==> config.mk <==
export PLATFORM = sky130hd
export DESIGN_NAME = load_extract
export DESIGN_NICKNAME = d
export VERILOG_FILES = /design/src/rtl/lsu_pkg.sv /design/src/rtl/load_extract.sv
export SDC_FILE = /design/constraint.sdc
export NUM_CORES = 1
export LEC_CHECK = 0
export BUFFER_PORTS_ARGS = -buffer_cell sky130_fd_sc_hd__buf_4
export CAP_MARGIN = 40
export CORE_MARGIN = 2
export CORE_UTILIZATION = 46
export CTS_BUF_LIST = sky130_fd_sc_hd__clkbuf_4
export DETAILED_ROUTE_END_ITERATION = 7
export GPL_ROUTABILITY_DRIVEN = 1
export MAX_ROUTING_LAYER = met4
export PLACE_DENSITY = 0.88
export SKIP_LAST_GASP = 1
export SLEW_MARGIN = 10
export SYNTH_ARGS = -nofsm -noshare
export SYNTH_HDL_FRONTEND = slang
export SYNTH_SLANG_ARGS = --single-unit
==> constraint.sdc <==
create_clock -name clk -period 1.7 [get_ports clk]
set_clock_uncertainty 0.1 [all_clocks]
set_input_delay 0.17 -clock clk [delete_from_list [all_inputs] [get_ports clk]]
set_output_delay 0.17 -clock clk [all_outputs]
set_load 0.02 [all_outputs]
==> src/rtl/lsu_pkg.sv <==
package lsu_pkg;

    // Data and address widths.
    typedef logic [31:0] word_t;
    typedef logic [31:0] addr_t;
    typedef logic [7:0]  word_addr_t;
    typedef logic [3:0]  byte_en_t;
    typedef logic [2:0]  funct3_t;

    // Load codes.
    localparam funct3_t funct_lb  = 3'd0;
    localparam funct3_t funct_lh  = 3'd1;
    localparam funct3_t funct_lw  = 3'd2;
    localparam funct3_t funct_lbu = 3'd4;
    localparam funct3_t funct_lhu = 3'd5;

    // Store codes.
    localparam funct3_t funct_sb = 3'd0;
    localparam funct3_t funct_sh = 3'd1;
    localparam funct3_t funct_sw = 3'd2;

    localparam int ram_words = 256;  // Must match word_addr_t.

    // Write sequencer, second state only for a split halfword.
    typedef enum logic {
        seq_idle,
        seq_second
    } seq_state_t;

endpackage

==> src/rtl/load_extract.sv <==
`timescale 1ns/100ps

module load_extract (
    input  logic             clk,
    input  logic             rst_n,
    input  logic             ld_go,
    input  lsu_pkg::funct3_t funct3,
    input  logic [1:0]       byte_off,
    input  lsu_pkg::word_t   rd_word,
    output logic             rd_valid,
    output lsu_pkg::word_t   rd_data
);

    lsu_pkg::funct3_t funct3_q;
    logic [1:0]       off_q;
    logic             valid_q;
    lsu_pkg::word_t   raw;
    lsu_pkg::word_t   result;

    always_ff @(posedge clk or negedge rst_n) begin
        if (!rst_n) begin
            valid_q  <= 1'b0;
            rd_valid <= 1'b0;
        end else begin
            valid_q  <= ld_go;
            rd_valid <= valid_q;
        end
    end

    always_ff @(posedge clk) begin
        if (ld_go) begin
            funct3_q <= funct3;
            off_q    <= byte_off;
        end
    end

    assign raw = rd_word >> {off_q, 3'b000};  // Addressed byte to lane 0.

    always_comb begin
        case (funct3_q)
            lsu_pkg::funct_lb:  result = {{24{raw[7]}}, raw[7:0]};
            lsu_pkg::funct_lbu: result = {24'd0, raw[7:0]};
            lsu_pkg::funct_lh:  result = (off_q == 2'd3) ? '0 : {{16{raw[15]}}, raw[15:0]};
            lsu_pkg::funct_lhu: result = (off_q == 2'd3) ? '0 : {16'd0, raw[15:0]};
            lsu_pkg::funct_lw:  result = (off_q == 2'd0) ? raw : '0;
            default:            result = '0;
        endcase
    end

    always_ff @(posedge clk) begin
        if (valid_q) begin
            rd_data <= result;
        end
    end

endmodule

Word-level counts from Yosys, hierarchy flattened
Index checks and enable logic that the tools add are counted.
{"block": "totals", "in_bits": 40, "register_bits": 39}
{"block": "op_classes", "muxes": 4, "shifts": 1, "n_eq_ne": 5, "n_reduce_logical": 2}
{"cell": "32-bit case mux with 5 select lines", "n": 1}
{"cell": "32-bit 2-to-1 mux", "n": 2}
{"cell": "32-bit by 5-bit right shift with 32-bit output", "n": 1}
{"cell": "16-bit 2-to-1 mux", "n": 1}
{"cell": "3-bit equality test, second input constant", "n": 2}
{"cell": "3-bit by 1-bit equality test with 1-bit output, second input constant", "n": 1}
{"cell": "3-bit by 2-bit equality test with 1-bit output, second input constant", "n": 1}
{"cell": "3-bit logical NOT", "n": 1}
{"cell": "2-bit equality test, second input constant", "n": 1}
{"cell": "2-bit logical NOT", "n": 1}

Logic depth before layout (Yosys ltp)
{"block": "logic_depth", "word_depth": 3, "ltp_mapped": 7}

Least setup slack after synthesis
No wires, ideal clock.
{"block": "synth_timing", "path_type": "register -> register", "startpoint": "reg off_q[1]", "endpoint": "reg rd_data[16] (data pin)", "arrival_time_ns": 1.355, "required_time_ns": 1.346, "stages_incl_launch_ff": 7, "path_buffers": 2, "setup_ns": 0.254, "slack_ns": -0.009, "path_cell_list": "edfxtp_1 -> buf_6 -> nor4b_2 -> nor3_1 -> o2111a_2 -> buf_6 -> a21o_1"}
{"block": "synth_via", "elab_chain_cells": 3, "elab_cells_between_ends": 6, "cone_classes": "eq/ne: 1; shift: 1; mux: 3; reduce/logical: 1"}
{"element": "from (decl)", "line": "load_extract.sv:15", "source": "logic [1:0] off_q;"}
{"element": "from (signal assigned)", "line": "load_extract.sv:33", "source": "off_q <= byte_off;"}
{"element": "32-bit by 5-bit right shift with 32-bit output (tied with other cells)", "line": "load_extract.sv:37", "source": "assign raw = rd_word >> {off_q, 3'b000};"}
{"element": "32-bit 2-to-1 mux, on equally long branches", "line": "load_extract.sv:45, load_extract.sv:43"}
{"element": "32-bit case mux with 5 select lines (*)", "line": "load_extract.sv:40", "source": "case (funct3_q)"}
{"element": "via result[16]", "line": "load_extract.sv:18", "source": "lsu_pkg::word_t result;"}
{"element": "to (signal assigned)", "line": "load_extract.sv:52", "source": "rd_data <= result;"}
{"element": "to (decl)", "line": "load_extract.sv:11", "source": "output lsu_pkg::word_t rd_data"}
Mark *: on every way through the listed nets, which the timed path passes. The rest lies on a longest branch.
A chain may end at the register's enable or synchronous reset.

Worst setup path after layout
Same ends and word-level chain as after synthesis.

==> metrics <==
run status=complete, but fails checks; failing checks=setup timing; share of layout cells above drive strength 1=48.5%; Sink Count=39; Period minus WS final=1.71 ns; Internal Dissipation=about 1600 uW; initial antenna violation count=0; crit path launch type=flop; number of distinct library cells after synthesis=32; async set-reset flop share out of synthesis=5.13%; post-layout util=67.3%; GPL Wtd Cong=between 0.8 and 0.9; n_diodes=0; Post-synth EDFFs=37; Fmax=between 0.5 and 0.6 GHz; Slew @ Worst Pin=0.470 ns; HPWL Detailed=3.64 mm; H-tree depth=2; crit path from=off_q[1]; vias in the first global route=between 1500 and 2000; CTS Buf Count=5; Sequential Power Share=52.9%; Area Growth Syn to Fin=43.5%; pin count of the biggest net entering global routing=20; Worst EP required=1.71 ns; crit-path cells=buf_6 -> nor3_2 -> a21oi_2 -> o2111a_2 -> a21o_1; Worst path slowest cell=edfxtp_1; Setup crit end=rd_data[16]; row count=24; Comb pwr share=26.8%; crit path kind=reg -> reg; Port Buf Inserts=72; M3 GR Usage=6.06%; CP Max Fanout=8; worst r2r dst=rd_data[16]; Sw Ratio=27.2%; cell with the most instances after synthesis=edfxtp_1; RR Startpoint=off_q[1]; Power, Total=2220 uW; vias=between 1500 and 2000; DRC viols=0; critical path's largest stage delay=0.45 ns; YS warnings=0; Initial Util=46.9%; CP arrival=1.71 ns; Max VDD drop=394 uV; I/O pin count=73; CP Capture Type=flop; Slew headroom=68.5%; maxcap violations=0; multi-input combinational cell area=805 um^2; final setup fails=1; Top FF cell, synth=edfxtp_1; Max Buffers Root-to-Sink=2; Post-Place Cell Area=2680 um^2; Yosys top cell area share=55.2%; crit share post-route=100%; Slew Viols, Final=0; pwr/cell area=767 nW/um^2; WL per Instance=17.6 um; Hold Crit Class=in -> reg; fin nets=280; flops & latches, synth=39; Die Y=70.2 um; Mapped Nets=182; sequential fraction of the synthesis area=around 58%; setup ws final=-0.00781 ns; total track usage=22.3%; busiest grt layer=met2; vias per std cell=5.70; Worst Reg-to-Reg Cells=5; Net Switching=603 uW; synth cell count leaders=37 x edfxtp_1, 18 x a21o_1, 12 x mux2i_1; WL final=5.16 mm; Clock Root Buffer=clkbuf_4; Hold Fails Final Rpt=0; DR pass1 iterations=4; gr ovfl total=0; post-synthesis cell area=2010 um^2; Worst-Skew Late Latency=0.34 ns; P_leak=0.00136 uW; Synth area leaders=edfxtp_1 55%, a21o_1 6.7%, mux2i_1 6.0%, mux4_2 5.6%, buf_6 3.9%; RSZ-0062 raised after global routing=true; die area=approximately 4900 um^2; Synth area leader=edfxtp_1; CORE AREA=~4300 um^2; Storage cell area=~1200 um^2; Setup TNS Final=-0.00781 ns; GRT met2 Usage=36.8%; met1 global-route usage=26.3%; synthesized area per cell=14.2 um^2; Cells after Synth=142; final hold slack=roughly 0.012 ns; first-pass GRT wire length=8.14 mm; CTS tree=built; final instance area=2890 um^2; Post-DRT Antenna Nets=0; Iter 0 DRT Violations=roughly 220; reg2reg setup slack=-0.008 ns; fillcell total=approximately 300; die width=70.2 um; CTS clk-pin slew, worst paths=around 0.11 ns; Clock power frac=around a fifth
-- metal layers --
metal  wire length (um)  part of all wire, %  vias up
li1                   -                    -      764
met5                  0                    0        -
met2               2580                   50       94
met1               2050                   40      797
met4                157                  3.0        0
met3                376                  7.3       15
-- layout make-up --
| class | instances | share of cell area [%] |
|---|---|---|
| clock buffer | 6 | 1.56 |
| clock inverter | 2 | 0.260 |
| inverter | 1 | 0.130 |
| multi-input combinational | 93 | 27.8 |
| sequential | 39 | 40.2 |
| tap | 52 | 2.25 |
| timing repair buffer | 100 | 27.8 |
-- critical path: cells and delay by family (launching register included) --
kind | cells | cell delay (ns)
AND/OR/NAND/NOR | 1 | 0.14
buffers and inverters | 1 | 0.18
AO/OA/AOI/OAI | 3 | 0.60
flip-flops | 1 | 0.45
-- cell families (layout without fill, tap and decap cells) --
logic type	count (synthesis)	after routing	synth area share, %
compound gates	41	42	15.5
buf+inv	11	109	4.97
flops	39	39	57.6
mux	17	17	11.6
simple gates	34	34	10.4
-- cell usage in the layout (no fill, tap or decap), types with 2 or more instances in the layout --
cell,instances
nor4_2,2
nor3_2,2
o2111a_2,2
nor3_1,2
nand2b_1,5
clkbuf_4,6
dlygate4sd3_1,7
buf_4,88
a31oi_1,2
a21o_1,18
o21ai_1,2
mux2i_1,11
dfrtp_1,2
buf_6,3
nand3b_1,4
nor2b_1,3
o2bb2ai_1,2
buf_12,2
nor2_1,2
clkinv_1,2
edfxtp_1,37
nand2_1,8
a22o_1,6
mux4_2,5
o211ai_1,6
-- per-stage QoR --
step                      worst slack [ns]  cells
after floorplan                     0.0211    142
after global placement              0.0369    273
after detailed placement           -0.0341    273
after CTS                         0.000556    292
after global routing               -0.0562    293
final                             -0.00781    293
-- registers in the layout, indices dropped and copies added (netlist names) --
name	cells
funct3_q	3
valid_q	1
rd_data	32
rd_valid	1
off_q	2
-- power groups by stage --
stage | registers, uW | logic [uW] | clock network (uW)
floorplan | 1280 | 216 | 0
global placement | 1190 | 526 | 0
detailed placement | 1200 | 541 | 0
CTS | 1170 | 580 | 461
global route | 1180 | 633 | 505
finish | 1170 | 594 | 451
-- worst min path at each step --
stage                            from           to  slack (ns)  cells after the start
after global routing      rd_word[27]  rd_data[27]       0.004                      2
final                     rd_word[18]  rd_data[18]        0.01                      2
after CTS                 rd_word[17]  rd_data[17]       0.004                      2
after detailed placement        rst_n     rd_valid       -0.15                      1
after global placement          rst_n     rd_valid       -0.15                      1
after floorplan                 rst_n     rd_valid       -0.23                      0
-- timing repair --
item                                    in CTS  in global routing
hold buffers                                 7                  0
setup buffers                                3                  1
cloned                                       1                  0
hold endpoints to repair                    13                  0
pin swaps                                    3                  6
gates resized for setup                      5                  8
endpoints found under the setup margin      16                 29
No activity file was read; power rests on OpenSTA's default activity.
