===== src/rtl/lsu_pkg.sv =====
package lsu_pkg;

    // Data and address widths.
    typedef logic [31:0] word_t;
    typedef logic [31:0] addr_t;
    typedef logic [7:0]  word_addr_t;
    typedef logic [3:0]  byte_en_t;
    typedef logic [2:0]  funct3_t;

    // Load codes.
    localparam funct3_t funct_lb  = 3'd0;
    localparam funct3_t funct_lh  = 3'd1;
    localparam funct3_t funct_lw  = 3'd2;
    localparam funct3_t funct_lbu = 3'd4;
    localparam funct3_t funct_lhu = 3'd5;

    // Store codes.
    localparam funct3_t funct_sb = 3'd0;
    localparam funct3_t funct_sh = 3'd1;
    localparam funct3_t funct_sw = 3'd2;

    localparam int ram_words = 256;  // Must match word_addr_t.

    // Write sequencer, second state only for a split halfword.
    typedef enum logic {
        seq_idle,
        seq_second
    } seq_state_t;

endpackage


===== src/rtl/access_seq.sv =====
`timescale 1ns/100ps

module access_seq (
    input  logic                clk,
    input  logic                rst_n,
    input  logic                req,
    input  logic                we,
    input  lsu_pkg::addr_t      addr,
    output logic                st_go,
    output logic                ld_go,
    output logic [1:0]          byte_off,
    input  logic                split,
    input  lsu_pkg::byte_en_t   be0,
    input  lsu_pkg::byte_en_t   be1,
    input  lsu_pkg::word_t      data0,
    input  lsu_pkg::word_t      data1,
    output lsu_pkg::word_addr_t rd_addr,
    output lsu_pkg::word_addr_t wr_addr,
    output lsu_pkg::byte_en_t   wr_be,
    output lsu_pkg::word_t      wr_data,
    output logic                busy
);

    lsu_pkg::seq_state_t state;
    lsu_pkg::seq_state_t state_nxt;
    lsu_pkg::word_addr_t word_idx;
    lsu_pkg::word_addr_t st_addr_q;
    lsu_pkg::word_addr_t next_addr_q;
    lsu_pkg::byte_en_t   be1_q;
    lsu_pkg::word_t      data1_q;
    logic                first_beat_split;

    assign word_idx = addr[9:2];
    assign byte_off = addr[1:0];
    assign rd_addr  = word_idx;  // Read issued in the request cycle.

    // Split seen while still idle means beat 1 is pending.
    assign first_beat_split = (state == lsu_pkg::seq_idle) && split;
    assign busy = first_beat_split;

    assign st_go = req & we & ~busy;
    assign ld_go = req & ~we & ~busy;

    always_comb begin
        state_nxt = state;
        case (state)
            lsu_pkg::seq_idle: begin
                if (split) begin
                    state_nxt = lsu_pkg::seq_second;
                end
            end
            lsu_pkg::seq_second: begin
                state_nxt = lsu_pkg::seq_idle;
            end
            default: begin
                state_nxt = lsu_pkg::seq_idle;
            end
        endcase
    end

    always_ff @(posedge clk or negedge rst_n) begin
        if (!rst_n) begin
            state <= lsu_pkg::seq_idle;
        end else begin
            state <= state_nxt;
        end
    end

    always_ff @(posedge clk) begin
        if (st_go) begin
            st_addr_q <= word_idx;
        end
        if (first_beat_split) begin
            // Wraps at the end of the RAM.
            next_addr_q <= lsu_pkg::word_addr_t'((int'(st_addr_q) + 1) % lsu_pkg::ram_words);
            be1_q       <= be1;
            data1_q     <= data1;
        end
    end

    always_comb begin
        if (state == lsu_pkg::seq_second) begin
            wr_addr = next_addr_q;
            wr_be   = be1_q;
            wr_data = data1_q;
        end else begin
            wr_addr = st_addr_q;
            wr_be   = be0;  // Zero unless a store was aligned last cycle.
            wr_data = data0;
        end
    end

endmodule


===== config.mk =====
export PLATFORM = sky130hd
export DESIGN_NAME = access_seq
export DESIGN_NICKNAME = d
export VERILOG_FILES = /design/src/rtl/lsu_pkg.sv /design/src/rtl/access_seq.sv
export SDC_FILE = /design/constraint.sdc
export NUM_CORES = 1
export LEC_CHECK = 0
export ABC_CLOCK_PERIOD_IN_PS = 5600
export BUFFER_PORTS_ARGS = -buffer_cell sky130_fd_sc_hd__buf_4
export CORE_MARGIN = 1.5
export CORE_UTILIZATION = 45
export DETAILED_ROUTE_END_ITERATION = 10
export PLACE_DENSITY = 0.92
export SLEW_MARGIN = 0
export SYNTH_ARGS = -nofsm -noshare
export SYNTH_HDL_FRONTEND = slang
export SYNTH_SLANG_ARGS = --single-unit

===== constraint.sdc =====
create_clock -name clk -period 5.6 [get_ports clk]
set_input_delay 1.12 -clock clk [delete_from_list [all_inputs] [get_ports clk]]
set_output_delay 1.12 -clock clk [all_outputs]
set_load 0.05 [all_outputs]

[Word level (Yosys, flattened, before mapping)]
Cells that the tools add are included.
Word-level totals
  bits in registers: 53
  input port bits: 109
  output and inout bits: 57
  word-level logic and storage cells: 19
Operators by class
  $add $sub $neg: 1
  muxes and demuxes: 5
  bitwise gates (word level): 7
  reductions and logical operators: 1
Operators with widths (number)
  32-bit 2-to-1 mux: 1
  8-bit by 1-bit adder with 8-bit output, second input constant: 1
  8-bit 2-to-1 mux: 1
  1-bit bitwise AND: 4
  4-bit 2-to-1 mux: 1
  1-bit inverter: 3
  1-bit one-hot mux with 2 select lines: 1
  1-bit logical AND: 1
  1-bit 2-to-1 mux: 1

[Depth between registers and ports, before layout]
Gate-level depths: netlist of the first run.
  word-level depth: 4
  gate-level depth with buffers: 4
  mapped depth without buffers: 3

[Worst setup path before layout of the first run]
Ideal clock, no wire load.
  path type: input port to output port
  start point: input port split
  end point: output port busy
  data arrival time: 2.355 ns
  setup slack: 2.125 ns
  stages on the path: 2
  buffers on the path: 0
  cells stage by stage: nand2b_1 -> inv_1
On the way
  longest elaborated chain between the ends: 1
Ends and longest elaborated chain
  from (decl): RTL line access_seq.sv:12  | input logic split,
  1-bit logical AND: RTL line access_seq.sv:38  | assign first_beat_split = (state == lsu_pkg::seq_idle) && split;
  to (decl): RTL line access_seq.sv:21  | output logic busy
Every way passes these cells.

[Final worst setup path of the first run]
Ends and elaborated chain as after synthesis.

==> impl_metrics.ini, run 1 <==
[status]
status = completed

[worst_setup_path]
critPathMostFrequentCell = buf_4
cp_top_family = buffers and inverters
cpMaxStageDelayCell = inv_2
worst-path-max-fanout = 46
path_cells = buf_4 -> nand2b_1 -> inv_2 -> buf_4
path_buf_inv = 3
worstSetupStartpointType = input pin
required_ns = 4.48
end_kind = output pin
slowest_delay_ns = 0.71
regToRegSetupSlack_ns = 3.91
path_class = in2out
crit_arrival_ns = 2.33

[drt]
final_antenna_net_count = 0
vias = 1581
wl_met3_um = 348
wl_met1_um = 1830
highest_layer = met4
drt_wl_total_um = 5150
drc_errors = 0
drtIter0Drc = 48
routedWlPerCell_um = 15.2
detail_route.vias_per_cell = 4.68
dr.pass1.iters = 4
wl_met2_um = 2870

[timing]
post-route-min-period_ns = 3.45
drv_slew = 0
hold_viol_final = 0
fmax_mhz = 290
fin_skew_ns = 0.0106
finalSetupTns_ns = 0
rsz0062_at_grt = false
fin_ws_ns = 2.15
setup_viol = 0
min_period_over_period = 0.616
tightest_slew_ns = 0.964
relSlewSlack = 0.356

[floorplanning]
ios = 166
num_rows = 27
fp.dieH_um = 77.7
die-area_mm2 = 0.00604
core_area_mm2 = 0.00544
initial_core_util = 0.462
chipWidth_um = 77.7

[global_route]
grt_remaining_overflow = 0
grt_pass1_vias = 1669
grt_use_total = 0.170
grt_max_degree = 47
grt_pass1_wl_um = 7840
antenna_found_initial = 0

[logic_synthesis]
netlist_area_mm2 = 0.00251
synth_top_area_frac = 0.621
ys_warn_count = 0
ys_types = 18
syn_nets = 243
synth-seq-cells = 53
synth.area.top_cells = edfxtp_1 (62%), mux2_4 (23%), buf_4 (3.0%)
syn_avg_cell_area_um2 = 18.9
seq_area_frac_synth = 0.631
synth_top_cell_by_area = edfxtp_1
syn_inst = 133

[pwr]
p_leak_nw = 1.61
p_per_area_mw_per_mm2 = 278
ir_worst_vdd_uv = 187

[placed_design]
dpl.hpwl_um = 3990
place_congestion = 0.744
port_buffers = 139
detailedPlace.worstSlack_ns = 2.14

[clocking]
cts_tree = built
clk_path_buf_depth = 2
cts_setup_buffers = 0
holdBufCountCts = 0
cts_made_buffers = 5
clock-root-buffer = clkbuf_8
h-tree-depth = 2
cts.sinks = 53
ctsResizeCount = 0
clock_latency_ns = 0.30
path_clk_slew_ns = 0.09

[final_layout]
area_growth_pct = 43.5
regArea_mm2 = 0.00159
final_nets = 375
fill_cells = 393
multi_input_comb_area_um2 = 758
drive_gt1_frac = 0.722
n_antenna_cell = 0

[hold_path]
timing.hold.worst.class = in2async

[job]
max_cap_violations = 0
cell families (layout without fill, tap and decap cells):
family / after synthesis / count (layout) / share of synthesized area
xor+xnor: 6 / 6 / 0.0209
compound gates: 1 / 1 / 0.00199
mux: 43 / 43 / 0.249
simple gates: 12 / 12 / 0.0244
fa+ha+maj: 1 / 1 / 0.00498
buf+inv: 17 / 150 / 0.0672
flops: 53 / 53 / 0.631
per-stage QoR:
stage / total power, mW / hold slack [ns] / util / std cells / cell area, um^2
2_1_floorplan: 0.674 / 0.546 / - / 133 / 2510
3_3_place_gp: 0.753 / 0.554 / 0.643 / 330 / 3490
3_5_place_dp: 0.759 / 0.570 / 0.643 / 330 / 3490
4_1_cts: 1.01 / 0.563 / 0.663 / 338 / 3610
5_1_grt: 1.04 / 0.557 / 0.663 / 338 / 3610
6_report: 1.00 / 0.573 / 0.663 / 338 / 3610
cell usage after synthesis:
cell       n
o21ai_0    1
inv_1      2
xor2_1     1
buf_6      1
dfrtp_1    1
xnor2_1    5
mux2_4    38
nand2b_1   1
buf_12     3
nand2_1    2
edfxtp_1  52
nand3_1    5
buf_8      1
buf_4     10
mux2_2     5
nor2_1     1
and3_1     3
ha_1       1
final cells by class:
class	count	area share
inverters	2	0.00208
repair buffers	140	0.291
clock inverters	2	0.0108
clock buffers	6	0.0201
multi-input cells	63	0.210
flip-flops and latches	53	0.440
well taps	72	0.0250
flip-flops by register name, indices dropped and copies added (netlist names):
register and count:
data1_q 32, st_addr_q 8, be1_q 4, next_addr_q 8, state 1
layer usage:
layer | up-vias | global-route usage
met3 | 10 | 0.0494
li1 | 751 | -
met1 | 743 | 0.165
met4 | 0 | 0.0582
met2 | 77 | 0.334
met5 | - | 0
layout by cell type, fill, tap and decap left out, drive strengths merged:
cell	instances
bufinv	1
inv	2
clkbuf	6
xnor2	5
xor2	1
nand3	5
edfxtp	52
nand2b	1
o21ai	1
dfrtp	1
and3	3
ha	1
nor2	1
nand2	2
buf	140
clkinv	1
mux2	43
path summary, 6_finish.rpt:
check,start,cells past startpoint,endpoint
max,split,4,busy
min,rst_n,1,state
min reg2reg,st_addr_q[7],1,next_addr_q[7]
max reg2reg,state,2,data1_q[21]
min in group clk,st_addr_q[7],1,next_addr_q[7]
max in group asynchronous,rst_n,1,state
report_power, final:
group          switching (mW)  leakage (nW)  internal [mW]  total [mW]
clock network           0.119        0.0554          0.134       0.253
registers             0.00747         0.504          0.461       0.468
logic                   0.162          1.05          0.118       0.280
worst register-to-register path, stage by stage (launching register included):
cell and delay [ns]:
dfrtp_2 0.40, nand2b_1 0.17, inv_2 0.71
Note: power is estimated with default switching activity, not from simulation.
==> run 2, diff against run 1 <==
--- a/config.mk
+++ b/config.mk
@@ -5,12 +5,13 @@
 export SDC_FILE = /design/constraint.sdc
 export NUM_CORES = 1
 export LEC_CHECK = 0
-export ABC_CLOCK_PERIOD_IN_PS = 5600
+export ABC_AREA = 1
+export ABC_CLOCK_PERIOD_IN_PS = 2830
 export BUFFER_PORTS_ARGS = -buffer_cell sky130_fd_sc_hd__buf_4
 export CORE_MARGIN = 1.5
-export CORE_UTILIZATION = 45
+export CORE_UTILIZATION = 38
 export DETAILED_ROUTE_END_ITERATION = 10
-export PLACE_DENSITY = 0.92
+export PLACE_DENSITY = 0.83
 export SLEW_MARGIN = 0
 export SYNTH_ARGS = -nofsm -noshare
 export SYNTH_HDL_FRONTEND = slang
==> constraint.sdc (replaced) <==
create_clock -name clk -period 2.83 [get_ports clk]
set_input_delay 0.566 -clock clk [delete_from_list [all_inputs] [get_ports clk]]
set_output_delay 0.566 -clock clk [all_outputs]
set_load 0.05 [all_outputs]
==> impl_metrics.ini, run 2 <==
[worst_setup_path]
path_class = reg2out
worstSetupStartpointType = flop
required_ns = 2.26
crit_arrival_ns = 1.92
regToRegSetupSlack_ns = 0.92
reg2reg_depth = 3
worst-path-max-fanout = 26
r2r-end = be1_q[2]
rr_startpoint = state
end_kind = output pin

[global_route]
grt_use_total = 0.138
grt_pass1_vias = 1681
grt_pass1_wl_um = 7740
grt_max_degree = 31
grt_remaining_overflow = 0
antenna_found_initial = 0

[clocking]
clock_latency_ns = 0.30
clk_path_buf_depth = 2
cts_tree = built
ctsResizeCount = 0
h-tree-depth = 2
clock-root-buffer = clkbuf_8
cts.sinks = 53
path_clk_slew_ns = 0.08
holdBufCountCts = 0
cts_made_buffers = 5
cts_setup_buffers = 0

[floorplanning]
die-area_mm2 = 0.00721
fp.dieH_um = 84.9
initial_core_util = 0.397
num_rows = 29
core_area_mm2 = 0.00642
ios = 166
chipWidth_um = 84.9

[pwr]
p_comb_frac = 0.293
switchingPower_mw = 0.574
ir_worst_vdd_uv = 266
power_mw = 1.89
switching_share = 0.305
p_per_area_mw_per_mm2 = 518
p_leak_nw = 1.64
pwr-share-seq = 0.495
p_clk_frac = 0.212
p_int_mw = 1.31

[timing]
rsz0062_at_grt = false
setup_viol = 0
finalSetupTns_ns = 0
fmax_mhz = 403
fin_skew_ns = 0.00977
hold_viol_final = 0
post-route-min-period_ns = 2.48
relSlewSlack = 0.576
fin_ws_ns = 0.348
min_period_over_period = 0.877
drv_slew = 0
tightest_slew_ns = 0.636

[final_layout]
largest_registers = data1_q x32, next_addr_q x8, st_addr_q x8
n_antenna_cell = 0
fin_area_mm2 = 0.00364
fin_cells = 365
final_nets = 398
drive_gt1_frac = 0.656
top_register = data1_q
final_cell_mix = buf_4 (142), edfxtp_1 (52), mux2_4 (37)
mostFrequentLayoutCell = buf_4
largest_register_ff_count = 32
area_growth_pct = 42.8

[logic_synthesis]
synth-seq-cells = 53
synth_top_cell_by_area = edfxtp_1
synth.area.top_cells = edfxtp_1 (61%), mux2_4 (22%), buf_12 (3.1%)
synth-compound-area-share = 0.0157
synth_top_family_by_area = multiplexers
yosysMostFrequentCell = edfxtp_1
syn_inst = 154
muxShareOfSynthArea = 0.222
synth-simple-area-share = 0.0471
synth_top_area_frac = 0.612
syn_nets = 264
netlist_area_mm2 = 0.00255
async_flop_share = 0.0189
synth_fa_ha_area_frac = 0.00491
ys.flop_type = edfxtp_1
synthTopCellsByCount = edfxtp_1 (52), mux2_4 (37), nand2_1 (18)
synth_xor_area_frac = 0.0103
ys_types = 17
syn_avg_cell_area_um2 = 16.6
synth_edf_count = 52
ys_warn_count = 0
seq_area_frac_synth = 0.622

[drt]
vias = 1696
detail_route.vias_per_cell = 4.65
drc_errors = 13
final_antenna_net_count = 0
drt_wl_total_um = 5130
routedWlPerCell_um = 14.1
dr.pass1.iters = 7
drtIter0Drc = 92

[job]
max_cap_violations = 0

[placed_design]
place_congestion = 0.798
detailedPlace.worstSlack_ns = 0.645
dpl.hpwl_um = 4080
dp_cells = 358
place_area_mm2 = 0.00356
port_buffers = 139

[status]
status = finished, violations left
violations = design-rule violations

[hold_path]
timing.hold.worst.class = in2async
run 2: metal layers:
layer / vias up / global-route usage / part of all wire
met2: 97 / 0.255 / 0.53
li1: 810 / - / -
met3: 9 / 0.0428 / 0.097
met4: 0 / 0.0402 / 0.015
met5: - / 0 / 0
met1: 780 / 0.152 / 0.36
run 2: critical path, stage by stage (launching register included):
cell and delay (ns):
dfrtp_2 0.79, buf_12 0.30, mux2_4 0.32, buf_4 0.19
run 2: cell type report:
| type | instances | area, um^2 |
|---|---|---|
| clock buffer | 5 | 68.8 |
| timing repair buffer | 143 | 1090 |
| multi-input combinational | 78 | 766 |
| clock inverter | 2 | 11.3 |
| tap | 77 | 96.3 |
| inverter | 7 | 26.3 |
| sequential | 53 | 1590 |
| fill | 552 | 2780 |
run 2: kinds of logic (layout without fill, tap and decap cells):
| group | Yosys count | after routing |
|---|---|---|
| xor gates and xnor gates | 3 | 3 |
| buffers and inverters | 23 | 157 |
| DFF | 53 | 53 |
| adders and majority gates | 1 | 1 |
| and+or+nand+nor | 28 | 28 |
| AOI/OAI and AO/OA | 8 | 8 |
| muxes | 38 | 38 |
run 2: power groups by stage:
stage / registers [mW] / clock network, mW / logic (mW)
after floorplan: 0.938 / 0 / 0.398
after global placement: 0.950 / 0 / 0.551
after detailed placement: 0.953 / 0 / 0.558
after CTS: 0.935 / 0.415 / 0.558
after global routing: 0.938 / 0.446 / 0.576
final: 0.934 / 0.400 / 0.553
run 2: how the worst max path moves through the flow:
stage | start | endpoint | depth (start not counted)
2_1_floorplan | state | st_go | 4
5_1_grt | state | wr_data[4] | 3
6_report | state | wr_data[21] | 3
3_5_place_dp | state | wr_data[24] | 3
3_3_place_gp | state | wr_data[21] | 3
4_1_cts | state | wr_data[24] | 3
run 2: through the flow:
step,hold WS [ns],util
after CTS,0.0163,0.567
after global placement,0.341,0.555
final,0.0309,0.567
after detailed placement,0.343,0.555
after global routing,0.0123,0.567
after floorplan,0.270,-
